==> src/gen_pkg.sv <==
`default_nettype none

package gen_pkg;

    ////////////////////
    // vector types

    // full host address, region nibble on top
    typedef logic [11:0] bus_addr_t;
    // register offset inside a region
    typedef logic [7:0]  reg_addr_t;
    typedef logic [7:0]  reg_data_t;
    // msb..lsb: att 3 dB, att1 10 dB, att2 10 dB, gain x5
    typedef logic [3:0]  atten_t;
    typedef logic [15:0] dac_word_t;
    typedef logic [2:0]  hw_rev_t;
    typedef logic [2:0]  pn_state_t;

    // upper address nibble, other codes unmapped
    typedef enum logic [3:0] {
        REGION_CH1   = 4'd0,
        REGION_CH2   = 4'd1,
        REGION_SHARE = 4'd2
    } region_e;

    ////////////////////
    // bundles

    // one decoded host write, we is a single-cycle pulse
    typedef struct packed {
        logic      we;
        region_e   region;
        reg_addr_t addr;
        reg_data_t data;
    } cfg_write_t;

    // per-channel control state
    typedef struct packed {
        logic   on_off;
        atten_t atten;
        logic   protect;
    } chan_ctrl_t;

    ////////////////////
    // address map

    // channel region offsets
    localparam reg_addr_t ADDR_CH_ON_OFF  = 8'h00;
    localparam reg_addr_t ADDR_CH_ATTEN   = 8'h01;
    // shared region offsets
    localparam reg_addr_t ADDR_HW_REV     = 8'h00;
    localparam reg_addr_t ADDR_STATUS     = 8'h01;
    localparam reg_addr_t ADDR_PN_RATE    = 8'h10;
    localparam reg_addr_t ADDR_PN_RESTART = 8'h11;

    // pn / dac constants
    localparam pn_state_t PN_SEED      = 3'b111;
    localparam dac_word_t DAC_POS_FULL = 16'h7FFF;
    localparam dac_word_t DAC_NEG_FULL = 16'h8000;
    localparam dac_word_t DAC_MID      = 16'h0000;

    // input synchronizer depth
    localparam int SYNC_STAGES = 2;

endpackage

`default_nettype wire

==> src/host_bus_decode.sv <==
`timescale 1ns/1ps
`default_nettype none

module host_bus_decode (
    input  logic                clk_low,
    input  logic                rst_n,
    input  logic                bus_cs_n,
    input  logic                bus_we_n,
    input  logic                bus_oe_n,
    input  gen_pkg::bus_addr_t  bus_addr,
    input  gen_pkg::reg_data_t  bus_wdata,
    output gen_pkg::cfg_write_t cfg_wr,
    output logic                rd_req,
    output gen_pkg::region_e    rd_region,
    output gen_pkg::reg_addr_t  rd_addr
);
    import gen_pkg::*;

    // strobe synchronizers, oldest sample at the top bit
    logic [SYNC_STAGES-1:0] cs_sync;
    logic [SYNC_STAGES-1:0] we_sync;
    logic [SYNC_STAGES-1:0] oe_sync;
    logic                   we_last;
    logic                   we_fall;
    logic                   wr_pulse;
    region_e                wr_region;
    reg_addr_t              wr_addr;
    reg_data_t              wr_data;

    ////////////////////
    // strobe sync

    // all strobes idle high
    always_ff @(posedge clk_low or negedge rst_n) begin
        if (!rst_n) begin
            cs_sync <= '1;
            we_sync <= '1;
            oe_sync <= '1;
            we_last <= 1'b1;
        end else begin
            cs_sync <= {cs_sync[SYNC_STAGES-2:0], bus_cs_n};
            we_sync <= {we_sync[SYNC_STAGES-2:0], bus_we_n};
            oe_sync <= {oe_sync[SYNC_STAGES-2:0], bus_oe_n};
            we_last <= we_sync[SYNC_STAGES-1];
        end
    end

    // nWE high->low with chip select held low
    assign we_fall = we_last & ~we_sync[SYNC_STAGES-1] & ~cs_sync[SYNC_STAGES-1];

    ////////////////////
    // write capture

    always_ff @(posedge clk_low or negedge rst_n) begin
        if (!rst_n) begin
            wr_pulse <= 1'b0;
            rd_req   <= 1'b0;
        end else begin
            wr_pulse <= we_fall;
            // read open while both cs and oe sit low
            rd_req   <= ~cs_sync[SYNC_STAGES-1] & ~oe_sync[SYNC_STAGES-1];
        end
    end

    // pins are stable for the whole bus phase, grab them at the edge
    always_ff @(posedge clk_low) begin
        if (we_fall) begin
            wr_region <= region_e'(bus_addr[11:8]);
            wr_addr   <= bus_addr[7:0];
            wr_data   <= bus_wdata;
        end
        // read address sampled every cycle, data follows one cycle later
        rd_region <= region_e'(bus_addr[11:8]);
        rd_addr   <= bus_addr[7:0];
    end

    assign cfg_wr = '{we: wr_pulse, region: wr_region, addr: wr_addr, data: wr_data};

endmodule

`default_nettype wire

==> src/channel_regs.sv <==
`timescale 1ns/1ps
`default_nettype none

module channel_regs (
    input  logic                clk_low,
    input  logic                rst_n,
    input  logic                load_protect,
    input  gen_pkg::region_e    region_sel,
    input  gen_pkg::cfg_write_t cfg_wr,
    output gen_pkg::chan_ctrl_t ctrl
);
    import gen_pkg::*;

    logic [SYNC_STAGES-1:0] protect_sync;
    logic                   protect_s;
    logic                   chan_hit;
    logic                   enable_reg;
    atten_t                 atten_reg;

    // load protect comes straight from the output stage comparator
    always_ff @(posedge clk_low or negedge rst_n) begin
        if (!rst_n) begin
            protect_sync <= '0;
        end else begin
            protect_sync <= {protect_sync[SYNC_STAGES-2:0], load_protect};
        end
    end

    assign protect_s = protect_sync[SYNC_STAGES-1];

    // only writes aimed at this channel
    assign chan_hit = cfg_wr.we && (cfg_wr.region == region_sel);

    ////////////////////
    // register file

    always_ff @(posedge clk_low or negedge rst_n) begin
        if (!rst_n) begin
            enable_reg <= 1'b0;
            atten_reg  <= '0;
        end else if (chan_hit) begin
            case (cfg_wr.addr)
                ADDR_CH_ON_OFF: enable_reg <= cfg_wr.data[0];
                ADDR_CH_ATTEN:  atten_reg  <= cfg_wr.data[3:0];
                default: ;
            endcase
        end
    end

    // stored enable kept, output forced off while protected
    assign ctrl.on_off  = enable_reg & ~protect_s;
    assign ctrl.atten   = atten_reg;
    assign ctrl.protect = protect_s;

endmodule

`default_nettype wire

==> src/shared_regs.sv <==
`timescale 1ns/1ps
`default_nettype none

module shared_regs (
    input  logic                clk_low,
    input  logic                rst_n,
    input  gen_pkg::cfg_write_t cfg_wr,
    input  gen_pkg::hw_rev_t    hw_rev,
    input  logic                ext_clk_valid,
    input  gen_pkg::chan_ctrl_t ch1_ctrl,
    input  gen_pkg::chan_ctrl_t ch2_ctrl,
    output gen_pkg::reg_data_t  pn_rate,
    output logic                pn_restart,
    output gen_pkg::reg_data_t  status
);
    import gen_pkg::*;

    logic [SYNC_STAGES-1:0] ext_sync;
    logic                   share_hit;

    assign share_hit = cfg_wr.we && (cfg_wr.region == REGION_SHARE);

    // ext 10 MHz detect lives in another domain on the board
    always_ff @(posedge clk_low or negedge rst_n) begin
        if (!rst_n) begin
            ext_sync <= '0;
        end else begin
            ext_sync <= {ext_sync[SYNC_STAGES-2:0], ext_clk_valid};
        end
    end

    ////////////////////
    // pn control

    always_ff @(posedge clk_low or negedge rst_n) begin
        if (!rst_n) begin
            pn_rate    <= '0;
            pn_restart <= 1'b0;
        end else begin
            // any data value restarts
            pn_restart <= share_hit && (cfg_wr.addr == ADDR_PN_RESTART);
            if (share_hit && (cfg_wr.addr == ADDR_PN_RATE)) begin
                pn_rate <= cfg_wr.data;
            end
        end
    end

    // status byte
    // bit0 ext clk valid, bit1 ch1 protect, bit2 ch2 protect, hw rev above
    assign status = {2'b00, hw_rev, ch2_ctrl.protect, ch1_ctrl.protect,
                     ext_sync[SYNC_STAGES-1]};

endmodule

`default_nettype wire

==> src/pn3_gen.sv <==
`timescale 1ns/1ps
`default_nettype none

module pn3_gen (
    input  logic               clk_low,
    input  logic               rst_n,
    input  gen_pkg::reg_data_t pn_rate,
    input  logic               pn_restart,
    output logic               chip
);
    import gen_pkg::*;

    reg_data_t div_cnt;
    pn_state_t lfsr;
    logic      step;
    logic      feedback;

    // >= so a rate lowered mid-count does not run the counter round
    assign step = (div_cnt >= pn_rate);

    // taps on bits 2 and 1, shifted in at the bottom
    assign feedback = lfsr[2] ^ lfsr[1];

    ////////////////////
    // divider + lfsr

    always_ff @(posedge clk_low or negedge rst_n) begin
        if (!rst_n) begin
            div_cnt <= '0;
            lfsr    <= PN_SEED;
        end else if (pn_restart) begin
            div_cnt <= '0;
            lfsr    <= PN_SEED;
        end else if (step) begin
            // one chip every pn_rate + 1 cycles
            div_cnt <= '0;
            lfsr    <= {lfsr[1:0], feedback};
        end else begin
            div_cnt <= div_cnt + 8'd1;
        end
    end

    // from seed 111: 1,1,1,0,0,1,0
    assign chip = lfsr[2];

endmodule

`default_nettype wire

==> src/readback_mux.sv <==
`timescale 1ns/1ps
`default_nettype none

module readback_mux (
    input  logic                clk_low,
    input  logic                rst_n,
    input  logic                rd_req,
    input  gen_pkg::region_e    rd_region,
    input  gen_pkg::reg_addr_t  rd_addr,
    input  gen_pkg::chan_ctrl_t ch1_ctrl,
    input  gen_pkg::chan_ctrl_t ch2_ctrl,
    input  gen_pkg::hw_rev_t    hw_rev,
    input  gen_pkg::reg_data_t  status,
    input  gen_pkg::reg_data_t  pn_rate,
    output gen_pkg::reg_data_t  bus_rdata,
    output logic                bus_rdata_oe
);
    import gen_pkg::*;

    reg_data_t rd_sel;

    // same offset map for both channels
    function automatic reg_data_t chan_read(input chan_ctrl_t c, input reg_addr_t a);
        reg_data_t d;
        case (a)
            ADDR_CH_ON_OFF: d = {7'b0, c.on_off};
            ADDR_CH_ATTEN:  d = {4'b0, c.atten};
            default:        d = '0;
        endcase
        return d;
    endfunction

    ////////////////////
    // select

    always_comb begin
        rd_sel = '0;
        case (rd_region)
            REGION_CH1: rd_sel = chan_read(ch1_ctrl, rd_addr);
            REGION_CH2: rd_sel = chan_read(ch2_ctrl, rd_addr);
            REGION_SHARE: begin
                case (rd_addr)
                    ADDR_HW_REV:  rd_sel = {5'b0, hw_rev};
                    ADDR_STATUS:  rd_sel = status;
                    ADDR_PN_RATE: rd_sel = pn_rate;
                    default:      rd_sel = '0;
                endcase
            end
            // unmapped region reads zero
            default: rd_sel = '0;
        endcase
    end

    // oe to the pad ring
    always_ff @(posedge clk_low or negedge rst_n) begin
        if (!rst_n) begin
            bus_rdata_oe <= 1'b0;
        end else begin
            bus_rdata_oe <= rd_req;
        end
    end

    // bus idles at zero between reads
    always_ff @(posedge clk_low) begin
        bus_rdata <= rd_req ? rd_sel : '0;
    end

endmodule

`default_nettype wire

==> src/dac_word_map.sv <==
`timescale 1ns/1ps
`default_nettype none

module dac_word_map (
    input  logic                clk_low,
    input  logic                rst_n,
    input  logic                chip,
    input  gen_pkg::chan_ctrl_t ch1_ctrl,
    input  gen_pkg::chan_ctrl_t ch2_ctrl,
    output gen_pkg::dac_word_t  dac_data_ch1,
    output gen_pkg::dac_word_t  dac_data_ch2
);
    import gen_pkg::*;

    // chip to +/- full scale, midscale when the channel is off
    function automatic dac_word_t chip_to_word(input logic c, input logic on);
        dac_word_t w;
        if (!on) begin
            w = DAC_MID;
        end else if (c) begin
            w = DAC_POS_FULL;
        end else begin
            w = DAC_NEG_FULL;
        end
        return w;
    endfunction

    ////////////////////
    // output regs

    // one cycle after the chip
    always_ff @(posedge clk_low or negedge rst_n) begin
        if (!rst_n) begin
            dac_data_ch1 <= DAC_MID;
            dac_data_ch2 <= DAC_MID;
        end else begin
            dac_data_ch1 <= chip_to_word(chip, ch1_ctrl.on_off);
            dac_data_ch2 <= chip_to_word(chip, ch2_ctrl.on_off);
        end
    end

endmodule

`default_nettype wire

==> src/signal_gen_top.sv <==
`timescale 1ns/1ps
`default_nettype none

module signal_gen_top (
    input  logic               clk_low,
    input  logic               rst_n,
    // host bus, strobes active low
    input  logic               bus_cs_n,
    input  logic               bus_we_n,
    input  logic               bus_oe_n,
    input  gen_pkg::bus_addr_t bus_addr,
    input  gen_pkg::reg_data_t bus_wdata,
    // board status inputs
    input  gen_pkg::hw_rev_t   hw_rev,
    input  logic               ext_clk_valid,
    input  logic               ch1_load_protect,
    input  logic               ch2_load_protect,
    // read side, tristate lives in the pad ring
    output gen_pkg::reg_data_t bus_rdata,
    output logic               bus_rdata_oe,
    // channel relays
    output logic               ch1_on_off,
    output logic               ch2_on_off,
    output gen_pkg::atten_t    ch1_atten,
    output gen_pkg::atten_t    ch2_atten,
    // dac words
    output gen_pkg::dac_word_t dac_data_ch1,
    output gen_pkg::dac_word_t dac_data_ch2
);
    import gen_pkg::*;

    cfg_write_t cfg_wr;
    logic       rd_req;
    region_e    rd_region;
    reg_addr_t  rd_addr;
    chan_ctrl_t ch1_ctrl;
    chan_ctrl_t ch2_ctrl;
    reg_data_t  pn_rate;
    logic       pn_restart;
    reg_data_t  status;
    logic       chip;

    // relay pins straight from channel state
    assign ch1_on_off = ch1_ctrl.on_off;
    assign ch2_on_off = ch2_ctrl.on_off;
    assign ch1_atten  = ch1_ctrl.atten;
    assign ch2_atten  = ch2_ctrl.atten;

    ////////////////////
    // host side

    host_bus_decode u_host_bus_decode (
        .clk_low   (clk_low),
        .rst_n     (rst_n),
        .bus_cs_n  (bus_cs_n),
        .bus_we_n  (bus_we_n),
        .bus_oe_n  (bus_oe_n),
        .bus_addr  (bus_addr),
        .bus_wdata (bus_wdata),
        .cfg_wr    (cfg_wr),
        .rd_req    (rd_req),
        .rd_region (rd_region),
        .rd_addr   (rd_addr)
    );

    // channel 1 regs
    channel_regs u0_channel_regs (
        .clk_low      (clk_low),
        .rst_n        (rst_n),
        .load_protect (ch1_load_protect),
        .region_sel   (REGION_CH1),
        .cfg_wr       (cfg_wr),
        .ctrl         (ch1_ctrl)
    );

    // channel 2 regs
    channel_regs u1_channel_regs (
        .clk_low      (clk_low),
        .rst_n        (rst_n),
        .load_protect (ch2_load_protect),
        .region_sel   (REGION_CH2),
        .cfg_wr       (cfg_wr),
        .ctrl         (ch2_ctrl)
    );

    shared_regs u_shared_regs (
        .clk_low       (clk_low),
        .rst_n         (rst_n),
        .cfg_wr        (cfg_wr),
        .hw_rev        (hw_rev),
        .ext_clk_valid (ext_clk_valid),
        .ch1_ctrl      (ch1_ctrl),
        .ch2_ctrl      (ch2_ctrl),
        .pn_rate       (pn_rate),
        .pn_restart    (pn_restart),
        .status        (status)
    );

    readback_mux u_readback_mux (
        .clk_low      (clk_low),
        .rst_n        (rst_n),
        .rd_req       (rd_req),
        .rd_region    (rd_region),
        .rd_addr      (rd_addr),
        .ch1_ctrl     (ch1_ctrl),
        .ch2_ctrl     (ch2_ctrl),
        .hw_rev       (hw_rev),
        .status       (status),
        .pn_rate      (pn_rate),
        .bus_rdata    (bus_rdata),
        .bus_rdata_oe (bus_rdata_oe)
    );

    ////////////////////
    // pattern path

    // one pn source shared by both channels
    pn3_gen u_pn3_gen (
        .clk_low    (clk_low),
        .rst_n      (rst_n),
        .pn_rate    (pn_rate),
        .pn_restart (pn_restart),
        .chip       (chip)
    );

    dac_word_map u_dac_word_map (
        .clk_low      (clk_low),
        .rst_n        (rst_n),
        .chip         (chip),
        .ch1_ctrl     (ch1_ctrl),
        .ch2_ctrl     (ch2_ctrl),
        .dac_data_ch1 (dac_data_ch1),
        .dac_data_ch2 (dac_data_ch2)
    );

endmodule

`default_nettype wire

==> config.mk <==
export PLATFORM = sky130hd
export DESIGN_NAME = signal_gen_top
export DESIGN_NICKNAME = d
export VERILOG_FILES = /design/src/gen_pkg.sv /design/src/host_bus_decode.sv /design/src/channel_regs.sv /design/src/shared_regs.sv /design/src/pn3_gen.sv /design/src/readback_mux.sv /design/src/dac_word_map.sv /design/src/signal_gen_top.sv
export SDC_FILE = /design/constraint.sdc
export NUM_CORES = 1
export LEC_CHECK = 0
export BUFFER_PORTS_ARGS = -buffer_cell sky130_fd_sc_hd__buf_2
export CAP_MARGIN = 5
export CORE_ASPECT_RATIO = 0.5
export CORE_UTILIZATION = 29
export DETAILED_ROUTE_END_ITERATION = 8
export SLEW_MARGIN = 5
export SYNTH_ARGS = -nofsm -noshare
export SYNTH_HDL_FRONTEND = slang
export SYNTH_SLANG_ARGS = --single-unit
==> constraint.sdc <==
create_clock -name clk_low -period 6 [get_ports clk_low]
set_input_delay 0.3 -clock clk_low [delete_from_list [all_inputs] [get_ports clk_low]]
set_output_delay 0.3 -clock clk_low [all_outputs]
set_load 0.005 [all_outputs]
==> impl_metrics.tcl <==
set metrics [dict create \
    status "completed" \
    p_leak_nw 1.98 \
    initial_utilization_pct 29.9 \
    synthFlopType "dfrtp_1" \
    place_area_um2 3890 \
    die_w_um 159 \
    finClkSkew_ns 0.0111 \
    drt-pass1-iter-count 4 \
    worst_setup_path_start_kind "register" \
    cp.arrival_ns 2.44 \
    yosysWarningCount 0 \
    cp.required_ns 6.26 \
    syn_area_per_cell_um2 13.3 \
    fmax_mhz 459 \
    setup_tns_ns 0 \
    gp_congestion 0.735 \
    hold_viol_final 0 \
    drv_cap 0 \
    antennaDiodeCount 0 \
    cts_buffers 9 \
    htree_levels 3 \
    p_total_mw 1.25 \
    end_kind "register" \
    clock_sinks 90 \
    drcViolationCount 0 \
    drtIter0Drc 107 \
    critPathTopFamily "compound AO/OA/AOI/OAI gates" \
    worst-r2r-setup-slack_ns 3.82 \
    final.period_utilization_pct 36.3 \
    drtAntennaViolNets 0 \
    path_buf_inv 1 \
    grt_use_total_pct 10.9 \
    grt_pass1_vias 1885 \
    grt_max_degree 51 \
    yosysMostFrequentCell "dfrtp_1" \
    synth_enable_flop_cells 20 \
    vias_per_cell 4.07 \
    synth_top_area_share_pct 28.1 \
    tritoncts "built" \
    synth_nets 308 \
    final_max_slew_viol_count 0 \
    grt.overflow.total 0 \
    setup_ws_ns 3.82 \
    finalNetCount 362 \
    slowest_stage "a2111oi_0" \
    die_h_um 80.3 \
    cp_cell_sequence "inv_1, ha_1, nand2b_1, a2111oi_0, o21bai_1, a41o_1, mux2i_1" \
    rsz0062_at_grt "no" \
    wirelength_mm 6.37 \
    timing.slew.headroom_pct 53.7 \
    dp_hpwl_mm 4.60 \
    grt_pass1_wl_mm 10.0 \
    drive_gt1_share_pct 40.4 \
    fillers 1180 \
    cp_max_fo 11 \
    synth_area_leaders "dfrtp_1 28%, edfxtp_1 17%, dfxtp_1 11%" \
    clk_latency_ns 0.34 \
    hold_class "primary input to register" \
    hold_ws_ns 0.0625 \
    cts_resized 0 \
    netlist_instances 268 \
    slowest_delay_ns 0.48 \
    port-buffer-count 81 \
    hold_buffers 0 \
    dpl_worst_slack_ns 3.87 \
    synth_largest_area_cell "dfrtp_1" \
    synth_area_um2 3560 \
    synthToLayoutAreaGrowth_pct 17.5 \
    ys_top_cells_by_count "40 x dfrtp_1, 36 x buf_4, 20 x dfxtp_1, 20 x edfxtp_1, 20 x nor2_1" \
    path_clk_slew_ns 0.06 \
    post_cts_buffers 0 \
    synth_cell_types 40 \
    path_class "register to register" \
    fp.coreArea_um2 11900 \
    cts-root-buf "clkbuf_16" \
    synth-seq-cells 90 \
    p_per_area_nw_per_um2 299 \
    num_rows 28 \
    peakVddDrop_v 0.000155 \
    die-area_um2 12700 \
    yosysSeqAreaShare_pct 63.7 \
    tightest_slew_ns 0.691 \
    post_drt_wl_per_cell_um 12.9 \
    grt_antenna_before_repair 0 \
    clk_path_buf_depth 2 \
    vias 2004 \
    fin_crit_ns 2.18 \
    setup_viol 0 \
    fin_area_um2 4180 \
    synth_async_sr_flop_share_pct 55.6 \
    io_pins 82 \
]
-- path summary, 6_finish.rpt --
path	from	to	cells after the start
setup / recovery	u_pn3_gen.div_cnt[0]$_DFF_PN0_	u_pn3_gen.lfsr[1]$_DFFE_PN1P_	7
hold / removal	bus_oe_n	u_host_bus_decode.oe_sync[0]$_DFF_PN1_	1
setup reg to reg	u_pn3_gen.div_cnt[0]$_DFF_PN0_	u_pn3_gen.lfsr[1]$_DFFE_PN1P_	7
hold reg to reg	u_shared_regs.ext_sync[0]$_DFF_PN0_	u_shared_regs.ext_sync[1]$_DFF_PN0_	0
max in group asynchronous	rst_n	u_shared_regs.ext_sync[0]$_DFF_PN0_	2
min in group asynchronous	rst_n	u_shared_regs.ext_sync[1]$_DFF_PN0_	2
-- placed cells by master, fill, tap and decap left out, drive strengths merged, types with 2 or more instances in the layout --
| cell | instances |
|---|---|
| and3 | 3 |
| ha | 9 |
| mux2i | 6 |
| dfrtp | 40 |
| o22ai | 3 |
| clkbuf | 11 |
| nor2b | 7 |
| xor2 | 4 |
| and2 | 5 |
| buf | 83 |
| dfxtp | 20 |
| inv | 14 |
| edfxtp | 20 |
| or2 | 2 |
| nor3b | 3 |
| nor2 | 20 |
| nor4 | 2 |
| dfstp | 10 |
| nand3 | 7 |
| mux2 | 18 |
| a22oi | 3 |
| nand2 | 4 |
| nand3b | 3 |
| xnor2 | 3 |
| a21oi | 6 |
| clkinv | 5 |
| o21ai | 2 |
| nor3 | 3 |
-- worst register-to-register path: cells and delay by family, from the launching register on --
kind | cells | cell delay, ns
compound gates | 3 | 1.04
fa+ha+maj | 1 | 0.26
buf+inv | 1 | 0.07
flops | 1 | 0.40
mux | 1 | 0.21
simple gates | 1 | 0.13
-- where the power goes --
| part | leakage, nW | total [mW] | internal, mW | switching (mW) |
|---|---|---|---|---|
| clock | 0.142 | 0.519 | 0.303 | 0.217 |
| combinational | 0.844 | 0.0523 | 0.0237 | 0.0286 |
| sequential | 0.997 | 0.677 | 0.659 | 0.0176 |
-- cell type report --
type / count / area (um2) / share of cell area (%)
multi-input cells: 124 / 951 / 22.8
repair buffers: 83 / 420 / 10.1
clock buffers: 11 / 254 / 6.08
inverters: 14 / 52.6 / 1.26
clock inverters: 5 / 27.5 / 0.659
flip-flops and latches: 90 / 2260 / 54.2
well taps: 165 / 206 / 4.94
-- per-layer routing --
layer	track usage, %	share of wire (%)	vias to the layer above
met5	0	0	-
met4	4.04	1.0	0
met3	3.94	3.8	6
met2	17.2	48	37
met1	13.7	47	967
li1	-	-	994
-- logic make-up (layout without fill, tap and decap cells) --
| kind of cell | Yosys count | in the layout | synth area share (%) |
|---|---|---|---|
| buffers and inverters | 54 | 113 | 9.71 |
| multiplexers | 25 | 25 | 8.02 |
| adder cells (fa/ha/maj) | 9 | 9 | 3.17 |
| XOR/XNOR | 7 | 7 | 1.72 |
| AO/OA/AOI/OAI | 19 | 19 | 3.45 |
| AND/OR/NAND/NOR | 64 | 64 | 10.2 |
| flip-flops | 90 | 90 | 63.7 |
-- metrics by stage --
stage / std cells / util (%)
after floorplan: 268 / -
after global placement: 476 / 32.8
after detailed placement: 476 / 32.8
after CTS: 492 / 35.2
after global routing: 492 / 35.2
final: 492 / 35.2
Power figures use the tool's default switching activity.
